===== src/include/rom_system_settings.svh =====
// Reduced memory map, bus widths and read latency for the ROM loading core
`ifndef ROM_SYSTEM_SETTINGS_SVH
`define ROM_SYSTEM_SETTINGS_SVH

// ##########################################################################
// Memory sizes
// ##########################################################################

// Graphics store depth in 32-bit dwords, as log2
`define GFX_WORDS_LOG2 12

// Depth of one program bank in 16-bit words, as log2
`define PROG_WORDS_LOG2 11

// rom0 to rom3 plus the slap bank
`define NUM_PROG_BANKS 5

// Host byte address width
`define LOAD_ADDR_W 16

// ##########################################################################
// Image layout as seen by the host stream
// ##########################################################################

// Graphics area at the start of the image, dword interleaved
`define GFX_BASE 16'h0000
`define GFX_LIMIT 16'h3FFF

// Program banks follow back to back, word interleaved
// Order is rom0, rom1, rom2, rom3, slap
`define PROG_BASE 16'h4000
`define PROG_BANK_BYTES 16'h1000

// Cycles from fetch_req to fetch_valid
`define FETCH_LATENCY 2

`endif


===== src/source/rom_system_pkg.sv =====
// Package with the vector types, the program bank enum and the loader state enum
`include "rom_system_settings.svh"

package rom_system_pkg;

	// Host side
	typedef logic [`LOAD_ADDR_W-1:0] load_addr_t;
	typedef logic [7:0] byte_t;

	// Memory payloads
	typedef logic [15:0] word_t;
	typedef logic [31:0] dword_t;

	// Memory addresses
	typedef logic [`GFX_WORDS_LOG2-1:0] gfx_addr_t;
	typedef logic [`PROG_WORDS_LOG2-1:0] prog_addr_t;

	// One active-low select per program bank, bit 0 is rom0
	typedef logic [`NUM_PROG_BANKS-1:0] bank_sel_t;

	// Target of a program word write
	// Encoding matches the bank index in the image
	typedef enum logic [2:0] {
		bank_rom0 = 3'd0,
		bank_rom1 = 3'd1,
		bank_rom2 = 3'd2,
		bank_rom3 = 3'd3,
		bank_slap = 3'd4,
		bank_none = 3'd5
	} bank_e;

	// Loader phase, tracks the host download flag
	typedef enum logic {
		load_idle,
		load_active
	} load_state_e;

	// Toggle in bit 10, pressed in bit 9, scancode in bits 8:0
	typedef logic [10:0] key_event_t;

	// Active-low system switches
	typedef logic [8:0] sys_sw_t;

endpackage


===== src/source/player_inputs.sv =====
// Keyboard event decoder producing the joystick byte and the system switch byte
`timescale 1ns/1ps

module player_inputs
	import rom_system_pkg::*;
(
	input  logic       clk_sys,
	input  logic       rst,
	input  key_event_t key_event,
	input  logic       service,
	output byte_t      joy_out,
	output sys_sw_t    sys_n
);

	// Set 2 scancodes, extended keys carry bit 8
	localparam logic [8:0] sc_up = 9'h175;
	localparam logic [8:0] sc_down = 9'h172;
	localparam logic [8:0] sc_left = 9'h16B;
	localparam logic [8:0] sc_right = 9'h174;
	localparam logic [8:0] sc_r = 9'h02D;
	localparam logic [8:0] sc_f = 9'h02B;
	localparam logic [8:0] sc_d = 9'h023;
	localparam logic [8:0] sc_g = 9'h034;
	localparam logic [8:0] sc_lctrl = 9'h014;
	localparam logic [8:0] sc_a = 9'h01C;
	localparam logic [8:0] sc_lalt = 9'h011;
	localparam logic [8:0] sc_s = 9'h01B;
	localparam logic [8:0] sc_5 = 9'h02E;
	localparam logic [8:0] sc_6 = 9'h036;
	localparam logic [8:0] sc_7 = 9'h03D;

	logic toggle_q;
	logic pressed;
	logic [8:0] scancode;

	// Latched buttons, active high
	logic start_1;
	logic start_2;
	logic jump_1;
	logic jump_2;
	logic coin_l;
	logic coin_r;
	logic coin_aux;

	assign pressed = key_event[9];
	assign scancode = key_event[8:0];

	// ######################################################################
	// Event decode
	// ######################################################################

	always_ff @(posedge clk_sys) begin
		if (rst) begin
			// Track the toggle through reset, no event on release
			toggle_q <= key_event[10];
			joy_out <= '0;
			start_1 <= 1'b0;
			start_2 <= 1'b0;
			jump_1 <= 1'b0;
			jump_2 <= 1'b0;
			coin_l <= 1'b0;
			coin_r <= 1'b0;
			coin_aux <= 1'b0;
		end else begin
			toggle_q <= key_event[10];
			// New event on any toggle change
			if (key_event[10] != toggle_q) begin
				case (scancode)
					// Player 1 in the upper nibble
					sc_up: joy_out[7] <= pressed;
					sc_down: joy_out[6] <= pressed;
					sc_left: joy_out[5] <= pressed;
					sc_right: joy_out[4] <= pressed;
					// Player 2 in the lower nibble
					sc_r: joy_out[3] <= pressed;
					sc_f: joy_out[2] <= pressed;
					sc_d: joy_out[1] <= pressed;
					sc_g: joy_out[0] <= pressed;
					sc_lctrl: start_1 <= pressed;
					sc_a: start_2 <= pressed;
					sc_lalt: jump_1 <= pressed;
					sc_s: jump_2 <= pressed;
					sc_5: coin_l <= pressed;
					sc_6: coin_r <= pressed;
					sc_7: coin_aux <= pressed;
					default: ;
				endcase
			end
		end
	end

	// Service, aux coin, right coin, left coin, two unused, jump, start 2, start 1
	// Both players share one jump line
	assign sys_n = {~service, ~coin_aux, ~coin_r, ~coin_l, 2'b11,
		~(jump_1 | jump_2), ~start_2, ~start_1};

endmodule


===== config.mk =====
export PLATFORM = sky130hd
export DESIGN_NAME = player_inputs
export DESIGN_NICKNAME = d
export VERILOG_FILES = /design/src/source/rom_system_pkg.sv /design/src/source/player_inputs.sv
export VERILOG_INCLUDE_DIRS = /design/src /design/src/include
export SDC_FILE = /design/constraint.sdc
export NUM_CORES = 1
export LEC_CHECK = 0
export BUFFER_PORTS_ARGS = -buffer_cell sky130_fd_sc_hd__buf_2
export CAP_MARGIN = 5
export CORE_MARGIN = 3
export CORE_UTILIZATION = 52
export DETAILED_ROUTE_END_ITERATION = 10
export PLACE_DENSITY = 0.88
export SLEW_MARGIN = 10
export SYNTH_ARGS = -nofsm -noshare
export SYNTH_HDL_FRONTEND = slang
export SYNTH_SLANG_ARGS = --single-unit
export TNS_END_PERCENT = 100

===== constraint.sdc =====
create_clock -name clk_sys -period 3.35 [get_ports clk_sys]
set_input_delay 0.67 -clock clk_sys [delete_from_list [all_inputs] [get_ports clk_sys]]
set_output_delay 0.67 -clock clk_sys [all_outputs]
set_load 0.1 [all_outputs]

## Yosys cells after proc, flatten, opt, wreduce, memory -nomap -nowiden

Cells that the tools add are included.

- Reductions and logical operators: 15
- Eq/ne operators: 16
- Bitwise gates (word level): 8

Operators by type and width:

| operator | count |
|---|---|
| 9-bit by 6-bit == test with 1-bit output, second input constant | 7 |
| 9-bit by 5-bit == test with 1-bit output, second input constant | 4 |
| 9-bit == test, second input constant | 4 |
| 2-bit AND reduction | 15 |
| 1-bit inverter | 7 |
| 1-bit != test | 1 |
| 1-bit OR | 1 |

- Input bits: 14
- Register bits after elaboration: 16
- Output and inout bits: 17
- Logic and storage cells: 55

## Depth between registers and ports, before layout

- Depth in word-level cells: 2
- Mapped depth: 4
- Depth with buffers taken out: 3

## Worst setup path before layout

Ideal clock, no wire load.

- Path kind: register to output
- Start: register jump_2
- End: output port sys_n[2]
- Stages on the path, launching flop included: 2
- Data required time: 2.680 ns
- Setup slack: 1.127 ns
- Arrival: 1.553 ns
- Path through: dfxtp_1 > nor2_1

- Cells in the longest elaborated chain, start to end: 2

RTL lines:

| what | RTL line | RTL |
|---|---|---|
| from (decl) | player_inputs.sv:40 | `logic jump_2;` |
| from (signal assigned) | player_inputs.sv:82 | `sc_s: jump_2 <= pressed;` |
| 1-bit OR | player_inputs.sv:95 | `~(jump_1 \| jump_2), ~start_2, ~start_1};` |
| 1-bit inverter | player_inputs.sv:95 |  |
| to (decl) | player_inputs.sv:12 | `output sys_sw_t sys_n` |

Every way passes these cells.

## Final worst setup path

- Start: input port service
- End: output port sys_n[8]

- Cells in the longest elaborated chain, start to end: 1

RTL lines:

| what | RTL line | RTL |
|---|---|---|
| from (decl) | player_inputs.sv:10 | `input logic service,` |
| 1-bit inverter | player_inputs.sv:94 | `assign sys_n = {~service, ~coin_aux, ~coin_r, ~coin_l, 2'b11,` |

Every way passes these cells.

==> run metrics <==
Critical Path RT 2.68 ns; fraction of registers with async set/reset 0%; PostCTS Resize Cnt 0; post-synthesis register bit count 16; most frequent cells after synthesis sky130_fd_sc_hd__dfxtp_1, sky130_fd_sc_hd__mux2i_1, sky130_fd_sc_hd__nand2b_1; pin count of the biggest net entering global routing 17; dominant cell by count in the synthesized netlist sky130_fd_sc_hd__dfxtp_1; Mapped Avg Cell Area 10.1 um^2; portion of synthesized cell area occupied by the leading cell type 34.2%; via density per instance 5.41; synthesis warning total 0; global route total overflow 0; Post-CTS Setup Bufs 0; Root Buffer Master sky130_fd_sc_hd__clkbuf_4; worst reg2reg startpoint toggle_q$_DFF_P_; detailed placement HPWL 1340 um; Worst slew margin 59.0%; Die Height 48.4 um; final hold vios 0; CTS HTree Levels 1; post-synthesis cell type count 23; final critical delay including setup and external delays 1.88 ns; total negative slack for setup checks 0 ns; RD Place Congestion 0.748; share of layout cells above drive strength 1 33.1%; vias in the first global route 739; initial cell density of the core 58.7%; type of destination of the critical path primary output; number of buffers inserted by port buffering 28; CP Data Arrival Time 1.21 ns; buffers from clock root to sink, at most 2; RSZ-0062 raised after global routing false; last element of the critical path sys_n[8]; R2R cell count 3; count of final setup violators 0; sequential area share after synthesis 34.2%; Reg2Reg Setup Slack 1.96 ns; Post-synth EDFFs 0; Area contributors post-synth sky130_fd_sc_hd__dfxtp_1, sky130_fd_sc_hd__mux2i_1, sky130_fd_sc_hd__nand2b_1, sky130_fd_sc_hd__nand4_1, sky130_fd_sc_hd__nor4b_4; clock-pin transition on the worst setup and hold timing paths 0.09 ns; floorplan core area 1590 um^2; MaxCap Viol Count 0; transition time at the pin with the least slew margin 0.614 ns; start point of the critical path service; Area growth syn-to-layout 18.4%; standard-cell row count 14; die outline area 2340 um^2; setup skew after layout 0.00174 ns; Fin Hold WS 0.479 ns; global-route wire length before repair 3280 um; initial DRC count 12; number of clock sinks 16; Worst-Skew Late Latency 0.29 ns; destination of the worst register-to-register timing path coin_l$_SDFFE_PP0P_; Max Fanout on Critical Path 1; top-level I/O count 31; Tightest Hold Check Type flip-flop to flip-flop; CTS Hold Bufs 0; Detail Route Antenna Nets 0; maximum clock frequency 0.532 GHz; Static Leak 0.523 nW; Power Density 344 nW/um^2; final wirelength 1930 um; die extent in x 48.4 um; worst-case vdd ir drop 0.297 mV; total number of nets in the final design 136; fin crit share 56.1%; DRC Markers 0; WS Path Type input pin to primary output; total via count after detailed routing 784; max-slew violation count 0; cell taking the most area after synthesis sky130_fd_sc_hd__dfxtp_1; number of antenna violations at the first check in global routing 0; CTS tree built; WL per Instance 13.3 um; synthesized area 936 um^2; type of element launching the critical path input pin; instance count of the mapped netlist 93; Primary FF master, synth sky130_fd_sc_hd__dfxtp_1; Antenna Diode Count 0; combined global-route utilization of all metal layers 17.3%; Final Core Density 69.5%; first-pass iteration count of the detailed router 4; outcome finished, final reports clean; Num CTS Buffers 3
-- critical path, cell delays in order --
cell and delay [ns]:
sky130_fd_sc_hd__buf_2 0.09, sky130_fd_sc_hd__inv_1 0.03, sky130_fd_sc_hd__buf_2 0.41
-- cell type report --
cell class              count  area (um^2)
clock buffers               4         36.3
fillers                   135          485
inverters                   6         22.5
multi-input cells          67          559
flip-flops and latches     16          320
well taps                  24         30.0
repair buffers             28          140
-- flip-flops by register name (all words and copies together) (netlist names) --
name      count
joy_out       8
coin_aux      1
coin_l        1
coin_r        1
jump_1        1
jump_2        1
start_1       1
start_2       1
toggle_q      1
-- metal layers --
| metal | global-route usage (%) | share of wire, % |
|---|---|---|
| met4 | 8.53 | 2.1 |
| met2 | 29.6 | 48 |
| met1 | 21.3 | 46 |
| met3 | 2.15 | 3.7 |
| met5 | 0 | 0 |
-- placed cells by master, fill, tap and decap left out, types with 3 or more instances in the layout --
| cell type | instances |
|---|---|
| sky130_fd_sc_hd__buf_2 | 28 |
| sky130_fd_sc_hd__clkbuf_4 | 3 |
| sky130_fd_sc_hd__dfxtp_1 | 16 |
| sky130_fd_sc_hd__inv_1 | 6 |
| sky130_fd_sc_hd__mux2i_1 | 15 |
| sky130_fd_sc_hd__nand2b_1 | 14 |
| sky130_fd_sc_hd__nand4_1 | 12 |
| sky130_fd_sc_hd__nand4b_1 | 3 |
| sky130_fd_sc_hd__nor4bb_1 | 4 |
-- per-stage QoR --
stage	power, mW	setup WS, ns	cells	area [um^2]
floorplan	0.239	1.13	94	940
global placement	0.253	1.47	141	1070
detailed placement	0.255	1.47	141	1070
CTS	0.383	1.47	145	1110
global route	0.396	1.44	145	1110
finish	0.381	1.47	145	1110
-- worst min-delay path by stage --
stage | end | depth (start not counted) | slack, ns | start
after floorplan | jump_1$_SDFFE_PP0P_ | 2 | 0.45 | jump_1$_SDFFE_PP0P_
after global placement | joy_out[6]$_SDFFE_PP0P_ | 2 | 0.46 | joy_out[6]$_SDFFE_PP0P_
after detailed placement | joy_out[0]$_SDFFE_PP0P_ | 2 | 0.47 | joy_out[0]$_SDFFE_PP0P_
after CTS | start_2$_SDFFE_PP0P_ | 2 | 0.48 | start_2$_SDFFE_PP0P_
after global routing | jump_2$_SDFFE_PP0P_ | 2 | 0.50 | jump_2$_SDFFE_PP0P_
final | start_2$_SDFFE_PP0P_ | 2 | 0.48 | start_2$_SDFFE_PP0P_
-- cell families (layout without fill, tap and decap cells) --
logic type | after synthesis | after routing | share of synthesized area, %
XOR/XNOR | 1 | 1 | 1.74
other | 1 | 2 | 0.401
flip-flops | 16 | 16 | 34.2
AND/OR/NAND/NOR | 49 | 49 | 41.2
buffers and inverters | 11 | 38 | 6.42
multiplexers | 15 | 15 | 16.0
-- where the power goes --
group	leakage, nW	switching [mW]	internal, mW	total, mW
Clock	0.0210	0.0635	0.0663	0.130
Sequential	0.129	0.000571	0.191	0.191
Combinational	0.372	0.0420	0.0182	0.0602
(Power assumes the default switching activity.)
