### src/include/rom_system_settings.svh
// Reduced memory map, bus widths and read latency for the ROM loading core
`ifndef ROM_SYSTEM_SETTINGS_SVH
`define ROM_SYSTEM_SETTINGS_SVH

// ##########################################################################
// Memory sizes
// ##########################################################################

// Graphics store depth in 32-bit dwords, as log2
`define GFX_WORDS_LOG2 12

// Depth of one program bank in 16-bit words, as log2
`define PROG_WORDS_LOG2 11

// rom0 to rom3 plus the slap bank
`define NUM_PROG_BANKS 5

// Host byte address width
`define LOAD_ADDR_W 16

// ##########################################################################
// Image layout as seen by the host stream
// ##########################################################################

// Graphics area at the start of the image, dword interleaved
`define GFX_BASE 16'h0000
`define GFX_LIMIT 16'h3FFF

// Program banks follow back to back, word interleaved
// Order is rom0, rom1, rom2, rom3, slap
`define PROG_BASE 16'h4000
`define PROG_BANK_BYTES 16'h1000

// Cycles from fetch_req to fetch_valid
`define FETCH_LATENCY 2

`endif

### src/source/rom_system_pkg.sv
// Package with the vector types, the program bank enum and the loader state enum
`include "rom_system_settings.svh"

package rom_system_pkg;

	// Host side
	typedef logic [`LOAD_ADDR_W-1:0] load_addr_t;
	typedef logic [7:0] byte_t;

	// Memory payloads
	typedef logic [15:0] word_t;
	typedef logic [31:0] dword_t;

	// Memory addresses
	typedef logic [`GFX_WORDS_LOG2-1:0] gfx_addr_t;
	typedef logic [`PROG_WORDS_LOG2-1:0] prog_addr_t;

	// One active-low select per program bank, bit 0 is rom0
	typedef logic [`NUM_PROG_BANKS-1:0] bank_sel_t;

	// Target of a program word write
	// Encoding matches the bank index in the image
	typedef enum logic [2:0] {
		bank_rom0 = 3'd0,
		bank_rom1 = 3'd1,
		bank_rom2 = 3'd2,
		bank_rom3 = 3'd3,
		bank_slap = 3'd4,
		bank_none = 3'd5
	} bank_e;

	// Loader phase, tracks the host download flag
	typedef enum logic {
		load_idle,
		load_active
	} load_state_e;

	// Toggle in bit 10, pressed in bit 9, scancode in bits 8:0
	typedef logic [10:0] key_event_t;

	// Active-low system switches
	typedef logic [8:0] sys_sw_t;

endpackage

### src/source/load_ifs.sv
// Interfaces rom_wr_if and gfx_wr_if between the loader and the memories
`timescale 1ns/1ps

// ##########################################################################
// Program word write port
// ##########################################################################

interface rom_wr_if
	import rom_system_pkg::*;
();
	// One-cycle strobe, aligned with the odd byte of a pair
	logic we;
	bank_e bank;
	prog_addr_t addr;
	word_t data;

	modport loader (output we, bank, addr, data);
	modport banks (input we, bank, addr, data);
endinterface

// ##########################################################################
// Graphics dword write port
// ##########################################################################

interface gfx_wr_if
	import rom_system_pkg::*;
();
	// Download in progress, the store belongs to the loader
	logic busy;
	// One-cycle strobe, one cycle after the last byte of a dword
	logic we;
	gfx_addr_t addr;
	dword_t data;

	modport loader (output busy, we, addr, data);
	modport store (input busy, we, addr, data);
endinterface

### src/source/rom_loader.sv
// Host byte accumulator, image region decoder and program and graphics write strobes
`timescale 1ns/1ps
`include "rom_system_settings.svh"

module rom_loader
	import rom_system_pkg::*;
(
	input  logic       clk_sys,
	input  logic       rst,
	input  logic       download,
	input  logic       load_wr,
	input  load_addr_t load_addr,
	input  byte_t      load_data,
	rom_wr_if.loader   prog_wr,
	gfx_wr_if.loader   gfx_wr
);

	// Three most recent bytes, oldest in the top byte
	logic [23:0] acc_bytes;
	load_state_e state;

	// Region decode
	load_addr_t gfx_off;
	load_addr_t prog_off;
	load_addr_t prog_idx;
	logic in_gfx;
	logic in_prog;
	bank_e dec_bank;

	logic byte_strobe;
	logic gfx_last;

	// Host bytes only count while a download runs
	assign byte_strobe = download && load_wr;

	// ######################################################################
	// Region decode
	// ######################################################################

	always_comb begin
		// Offsets wrap below the base, so one compare covers both ends
		gfx_off = load_addr - `GFX_BASE;
		prog_off = load_addr - `PROG_BASE;
		in_gfx = (gfx_off <= (`GFX_LIMIT - `GFX_BASE));
		in_prog = (prog_off < load_addr_t'(`NUM_PROG_BANKS * `PROG_BANK_BYTES));
		// Bank number from the offset
		prog_idx = prog_off / `PROG_BANK_BYTES;
		if (in_prog) begin
			dec_bank = bank_e'(prog_idx[$bits(bank_e)-1:0]);
		end else begin
			dec_bank = bank_none;
		end
	end

	// Byte history for word and dword assembly
	always_ff @(posedge clk_sys) begin
		if (byte_strobe) begin
			acc_bytes <= {acc_bytes[15:0], load_data};
		end
	end

	// Download phase, one register behind the host flag
	always_ff @(posedge clk_sys) begin
		if (rst) begin
			state <= load_idle;
		end else begin
			state <= download ? load_active : load_idle;
		end
	end

	assign gfx_wr.busy = (state == load_active);

	// ######################################################################
	// Program words
	// ######################################################################

	// Write goes out with the odd byte, even byte in the high half
	assign prog_wr.we = byte_strobe && in_prog && load_addr[0];
	assign prog_wr.bank = dec_bank;
	// Word address inside the bank
	assign prog_wr.addr = prog_off[`PROG_WORDS_LOG2:1];
	assign prog_wr.data = {acc_bytes[7:0], load_data};

	// ######################################################################
	// Graphics dwords
	// ######################################################################

	// Fourth byte of a dword
	assign gfx_last = byte_strobe && in_gfx && (load_addr[1:0] == 2'b11);

	always_ff @(posedge clk_sys) begin
		if (rst) begin
			gfx_wr.we <= 1'b0;
		end else begin
			gfx_wr.we <= gfx_last;
		end
	end

	// First byte lands most significant
	always_ff @(posedge clk_sys) begin
		if (gfx_last) begin
			gfx_wr.addr <= gfx_off[`GFX_WORDS_LOG2+1:2];
			gfx_wr.data <= {acc_bytes, load_data};
		end
	end

	// Registered dword write and the next odd program byte never meet
	// with bytes in ascending order
	assert property (@(posedge clk_sys) disable iff (rst) !(prog_wr.we && gfx_wr.we))
		else $error("program and graphics write in the same cycle");

endmodule

### src/flat_wrapper.sv
// flat-port wrapper written by rule: the top's interface ports become plain ports
module rom_loader_flat import rom_system_pkg::*;
  (clk_sys, rst, download, load_wr, load_addr, load_data, prog_wr_we, prog_wr_bank, prog_wr_addr, prog_wr_data, gfx_wr_busy, gfx_wr_we, gfx_wr_addr, gfx_wr_data);
  rom_wr_if prog_wr_i ();
  gfx_wr_if gfx_wr_i ();
  input  logic clk_sys;
  input  logic rst;
  input  logic download;
  input  logic load_wr;
  input  load_addr_t load_addr;
  input  byte_t load_data;
  output wire logic [$bits(prog_wr_i.we)-1:0] prog_wr_we;
  output wire logic [$bits(prog_wr_i.bank)-1:0] prog_wr_bank;
  output wire logic [$bits(prog_wr_i.addr)-1:0] prog_wr_addr;
  output wire logic [$bits(prog_wr_i.data)-1:0] prog_wr_data;
  output wire logic [$bits(gfx_wr_i.busy)-1:0] gfx_wr_busy;
  output wire logic [$bits(gfx_wr_i.we)-1:0] gfx_wr_we;
  output wire logic [$bits(gfx_wr_i.addr)-1:0] gfx_wr_addr;
  output wire logic [$bits(gfx_wr_i.data)-1:0] gfx_wr_data;
  assign prog_wr_we = prog_wr_i.we;
  assign prog_wr_bank = prog_wr_i.bank;
  assign prog_wr_addr = prog_wr_i.addr;
  assign prog_wr_data = prog_wr_i.data;
  assign gfx_wr_busy = gfx_wr_i.busy;
  assign gfx_wr_we = gfx_wr_i.we;
  assign gfx_wr_addr = gfx_wr_i.addr;
  assign gfx_wr_data = gfx_wr_i.data;
  rom_loader u_core (.clk_sys(clk_sys), .rst(rst), .download(download), .load_wr(load_wr), .load_addr(load_addr), .load_data(load_data), .prog_wr(prog_wr_i), .gfx_wr(gfx_wr_i));
endmodule
### config.mk
export PLATFORM = sky130hd
export DESIGN_NAME = rom_loader_flat
export DESIGN_NICKNAME = d
export VERILOG_FILES = /design/src/source/rom_system_pkg.sv /design/src/source/load_ifs.sv /design/src/source/rom_loader.sv /design/src/flat_wrapper.sv
export VERILOG_INCLUDE_DIRS = /design/src /design/src/include
export SDC_FILE = /design/constraint.sdc
export NUM_CORES = 1
export LEC_CHECK = 0
export ABC_AREA = 1
export BUFFER_PORTS_ARGS = -buffer_cell sky130_fd_sc_hd__buf_2
export CAP_MARGIN = 20
export CORE_MARGIN = 3
export CORE_UTILIZATION = 46
export CTS_CLUSTER_DIAMETER = 150
export DETAILED_ROUTE_END_ITERATION = 8
export PLACE_DENSITY = 0.78
export SLEW_MARGIN = 20
export SYNTH_ARGS = -nofsm -noshare
export SYNTH_HDL_FRONTEND = slang
export SYNTH_SLANG_ARGS = --single-unit
### constraint.sdc
create_clock -name clk_sys -period 3.89 [get_ports clk_sys]
set_input_delay 0.1945 -clock clk_sys [delete_from_list [all_inputs] [get_ports clk_sys]]
set_output_delay 0.1945 -clock clk_sys [all_outputs]
set_load 0.05 [all_outputs]
Yosys cells after proc, flatten, opt, wreduce, memory -nomap -nowiden
Index checks and enable logic that the tools add are counted.
W data, S select, Z words.
{"block": "word_totals", "ff_bits": 70, "in_bits": 28, "output_inout_bits": 77, "word_cells": 16}
{"block": "classes", "addsub": 1, "magnitude_cmp": 2, "eq_ne": 1, "n_mux": 2, "reduce_logical": 5}
{"cell": "$le A16 B14 Y1 const B", "n": 1}
{"cell": "$lt A16 B15 Y1 const B", "n": 1}
{"cell": "$sub A16 B15 Y16 const B", "n": 1}
{"cell": "$logic_and A1 B1 Y1", "n": 5}
{"cell": "$mux W3", "n": 1}
{"cell": "$eq A2 B2 Y1 const B", "n": 1}
{"cell": "$mux W1", "n": 1}

Longest topological paths before layout
{"block": "depth", "depth_word": 4, "ltp_mapped": 5}

Least setup slack after synthesis
Ideal clock, no wire load.
{"block": "synth_timing", "kind": "input -> register", "startpoint": "input load_addr[14]", "endpoint": "register u_core.gfx_wr.addr[0], enable pin", "arrival_time_ns": 2.332, "path_slack_ns": 1.112, "stages": 4, "path_cell_list": "inv_1 ha_1 nand2_1 nor2_1"}
{"block": "synth_between", "elab_chain_len": 3}
{"element": "from (decl)", "line": "flat_wrapper.sv:10", "rtl": "input load_addr_t load_addr;"}
{"element": "$le A16 B14 Y1", "line": "rom_loader.sv:44", "rtl": "in_gfx = (gfx_off <= (`GFX_LIMIT - `GFX_BASE));"}
{"element": "$logic_and A1 B1 Y1 (2 in series)", "line": "rom_loader.sv:89", "rtl": "assign gfx_last = byte_strobe && in_gfx && (load_addr[1:0] == 2'b11);"}
{"element": "named net u_core.gfx_last", "line": "rom_loader.sv:31", "rtl": "logic gfx_last;"}
{"element": "to (signal assigned)", "line": "rom_loader.sv:102", "rtl": "gfx_wr.addr <= gfx_off[`GFX_WORDS_LOG2+1:2];"}
{"element": "to (decl)", "line": "load_ifs.sv:35", "rtl": "modport loader (output busy, we, addr, data);"}
The timed path passes the listed nets, and every way through them passes these cells.
A chain may end at the register's enable or synchronous reset.

Worst setup path after layout
{"block": "layout_timing", "startpoint": "input load_addr[14]", "endpoint": "register u_core.gfx_wr.data[25], enable pin"}
{"block": "layout_between", "elab_chain_len": 3}
{"element": "$le A16 B14 Y1", "line": "rom_loader.sv:44"}
{"element": "$logic_and A1 B1 Y1 (2 in series)", "line": "rom_loader.sv:89"}
{"element": "named net u_core.gfx_last", "line": "rom_loader.sv:31"}
{"element": "to (signal assigned)", "line": "rom_loader.sv:103", "rtl": "gfx_wr.data <= {acc_bytes, load_data};"}
{"element": "to (decl)", "line": "load_ifs.sv:35"}
The timed path passes the listed nets, and every way through them passes these cells.

==> flow_metrics.tcl <==
set metrics [dict create \
    ff2ff_path_depth 0 \
    vias_per_cell 4.34 \
    cts.sink_count 70 \
    die_width_um 78.3 \
    yosys_warnings 0 \
    postPlaceCellArea_um2 2840 \
    timing.hold.worst_path_depth 2 \
    class_of_the_most_critical_setup_path "input port to register" \
    slew_viol_final 0 \
    cellPowerDensity_nw_per_um2 496 \
    detailroute.via_count 1206 \
    clkLatencyLatePin_ps 320 \
    layout.cell_area.non_filler_um2 3020 \
    grt_antenna_before_repair 0 \
    final.setup.tns_ps 0 \
    largest_net_degree_at_the_start_of_global_routing 27 \
    tritoncts "built" \
    core_um2 4880 \
    ant_nets 0 \
    place.port_buffers 104 \
    hpwlAfterDp_mm 2.72 \
    max_freq_mhz 679 \
    yosysSeqAreaShare 0.867 \
    timing.hold.worst.class "input port to register" \
    num_antenna_cells 0 \
    report.final.hold_viol_count 0 \
    die_height_um 78.3 \
    design.die.area_um2 6130 \
    post_cts_buffers 0 \
    nFillCells 374 \
    cts_repair_resize_count 0 \
    synth.cell_area_um2 2400 \
    timing.final.setup_violations 0 \
    max-cap-violations 0 \
    grt_resource_usage_total 0.127 \
    total_length_of_routed_wires_mm 3.65 \
    worst_slew_margin_rel 0.388 \
    timing.critical_path.fanout_max 26 \
    average_instance_area_after_synthesis_um2 20.5 \
    drt_first_iter_violations 51 \
    worstPathRequired_ps 3920 \
    most-common-layout-cells "sky130_fd_sc_hd__buf_2 (104), sky130_fd_sc_hd__edfxtp_1 (68), sky130_fd_sc_hd__clkbuf_8 (9), sky130_fd_sc_hd__inv_1 (6), sky130_fd_sc_hd__clkinv_1 (4)" \
    timing_worst_slew_pin_value_ps 917 \
    worst-endpoint-arrival_ps 1500 \
    yosys_register_bits 70 \
    floorplan.rows 25 \
    routed_wire_length_per_instance_um 13.1 \
    clock_tree.htree_level_count 3 \
    fin_crit_ps 1470 \
    cts_root_buffer "sky130_fd_sc_hd__clkbuf_8" \
    status "completed" \
    power.leakage_uw 0.00123 \
    cts-buffers-inserted 9 \
    total_power_uw 1500 \
    post_synth_num_cell_types 11 \
    most_common_cell_after_layout_fill_and_taps_aside "sky130_fd_sc_hd__buf_2" \
    post_synth_inst_count 117 \
    synthesized_nets 148 \
    layout_worst_path_cycle_share 0.379 \
    cp-end-kind "register" \
    share_of_layout_cells_above_drive_strength_1 0.569 \
    final.setup_skew_ps 7.20 \
    floorplan.initialDensity 0.492 \
    worst_ir_drop_vdd_mv 0.312 \
    floorplan.io_pins 105 \
    grt_setup_unrepaired "no" \
    cts.hold.buffers_added 0 \
    synthToLayoutAreaGrowth_pct 25.6 \
    first_global_vias 1190 \
    cts-root-to-sink-buffers 2 \
    place.gp.congestion 0.679 \
    timing.critical_path.from_type "input port" \
    drt_first_pass_iters 4 \
    post-route-drc-count 0 \
    first_pass_grt_wire_length_mm 5.69 \
    clkTransAtPathRegs_ps 70 \
    nNetsFinal 237 \
    global_route.overflow_total 0 \
]
[synthesized netlist by cell type, drive strengths merged]
cell type  count  area (um^2)
nand3          1         5.00
edfxtp        68         2040
dfxtp          2         40.0
inv            6         22.5
nor2           4         15.0
buf           27          203
nand2          3         11.3
nor3           1         10.0
nand3b         1         7.51
ha             3         37.5
o21ai          1         8.76
[stage by stage]
stage | setup slack, ps | hold WS, ps | util | instances
2_1_floorplan | 1110 | 264 | - | 117
3_3_place_gp | 1930 | 381 | 0.576 | 261
3_5_place_dp | 2040 | 386 | 0.582 | 262
4_1_cts | 2400 | 36.9 | 0.618 | 278
5_1_grt | 2290 | 34.6 | 0.618 | 278
6_report | 2420 | 50.5 | 0.618 | 278
[logic make-up after synthesis]
family	share of synthesized area
buffers and inverters	0.0937
flip-flops	0.867
AO/OA/AOI/OAI	0.00365
AND/OR/NAND/NOR	0.0203
adder cells (fa/ha/maj)	0.0156
[cell type report]
type / instances / area [um^2] / area share
Tap cell: 67 / 83.8 / 0.0278
Sequential cell: 70 / 2080 / 0.690
Clock inverter: 7 / 55.1 / 0.0182
Timing Repair Buffer: 105 / 548 / 0.182
Multi-Input combinational cell: 14 / 103 / 0.0340
Clock buffer: 9 / 124 / 0.0410
Inverter: 6 / 22.5 / 0.00746
[worst paths after layout]
kind	endpoint	slack (ps)	from
max reg2reg	u_core.gfx_wr.data[13]	3190	u_core.acc_bytes[5]
max	u_core.gfx_wr.data[25]	2420	load_addr[14]
min	u_core.gfx_wr.busy	50	rst
min reg2reg	u_core.gfx_wr.data[28]	420	u_core.acc_bytes[20]
[report_power, final]
part	switching, uW	total [uW]	internal [uW]
logic	105	133	27.7
clock network	231	515	285
registers	6.99	850	843
total	342	1500	1160
[state kept, by name, indices dropped and copies added (netlist names)]
register and count:
u_core.acc_bytes 24, u_core.gfx_wr.we 1, u_core.gfx_wr.addr 12, u_core.gfx_wr.busy 1, u_core.gfx_wr.data 32
[metal layers]
| layer | vias to the layer above | global-route usage | routed length [um] |
|---|---|---|---|
| li1 | 580 | - | - |
| met1 | 555 | 0.137 | 1350 |
| met2 | 61 | 0.218 | 1980 |
| met3 | 10 | 0.0321 | 216 |
| met4 | 0 | 0.0892 | 98 |
| met5 | - | 0 | 0 |
[critical path, stage by stage]
cell and delay (ps):
sky130_fd_sc_hd__buf_2 110, sky130_fd_sc_hd__inv_1 80, sky130_fd_sc_hd__ha_1 160, sky130_fd_sc_hd__nand2_1 110
sky130_fd_sc_hd__nor2_4 610, sky130_fd_sc_hd__buf_16 240
No activity file was read; power rests on OpenSTA's default activity.
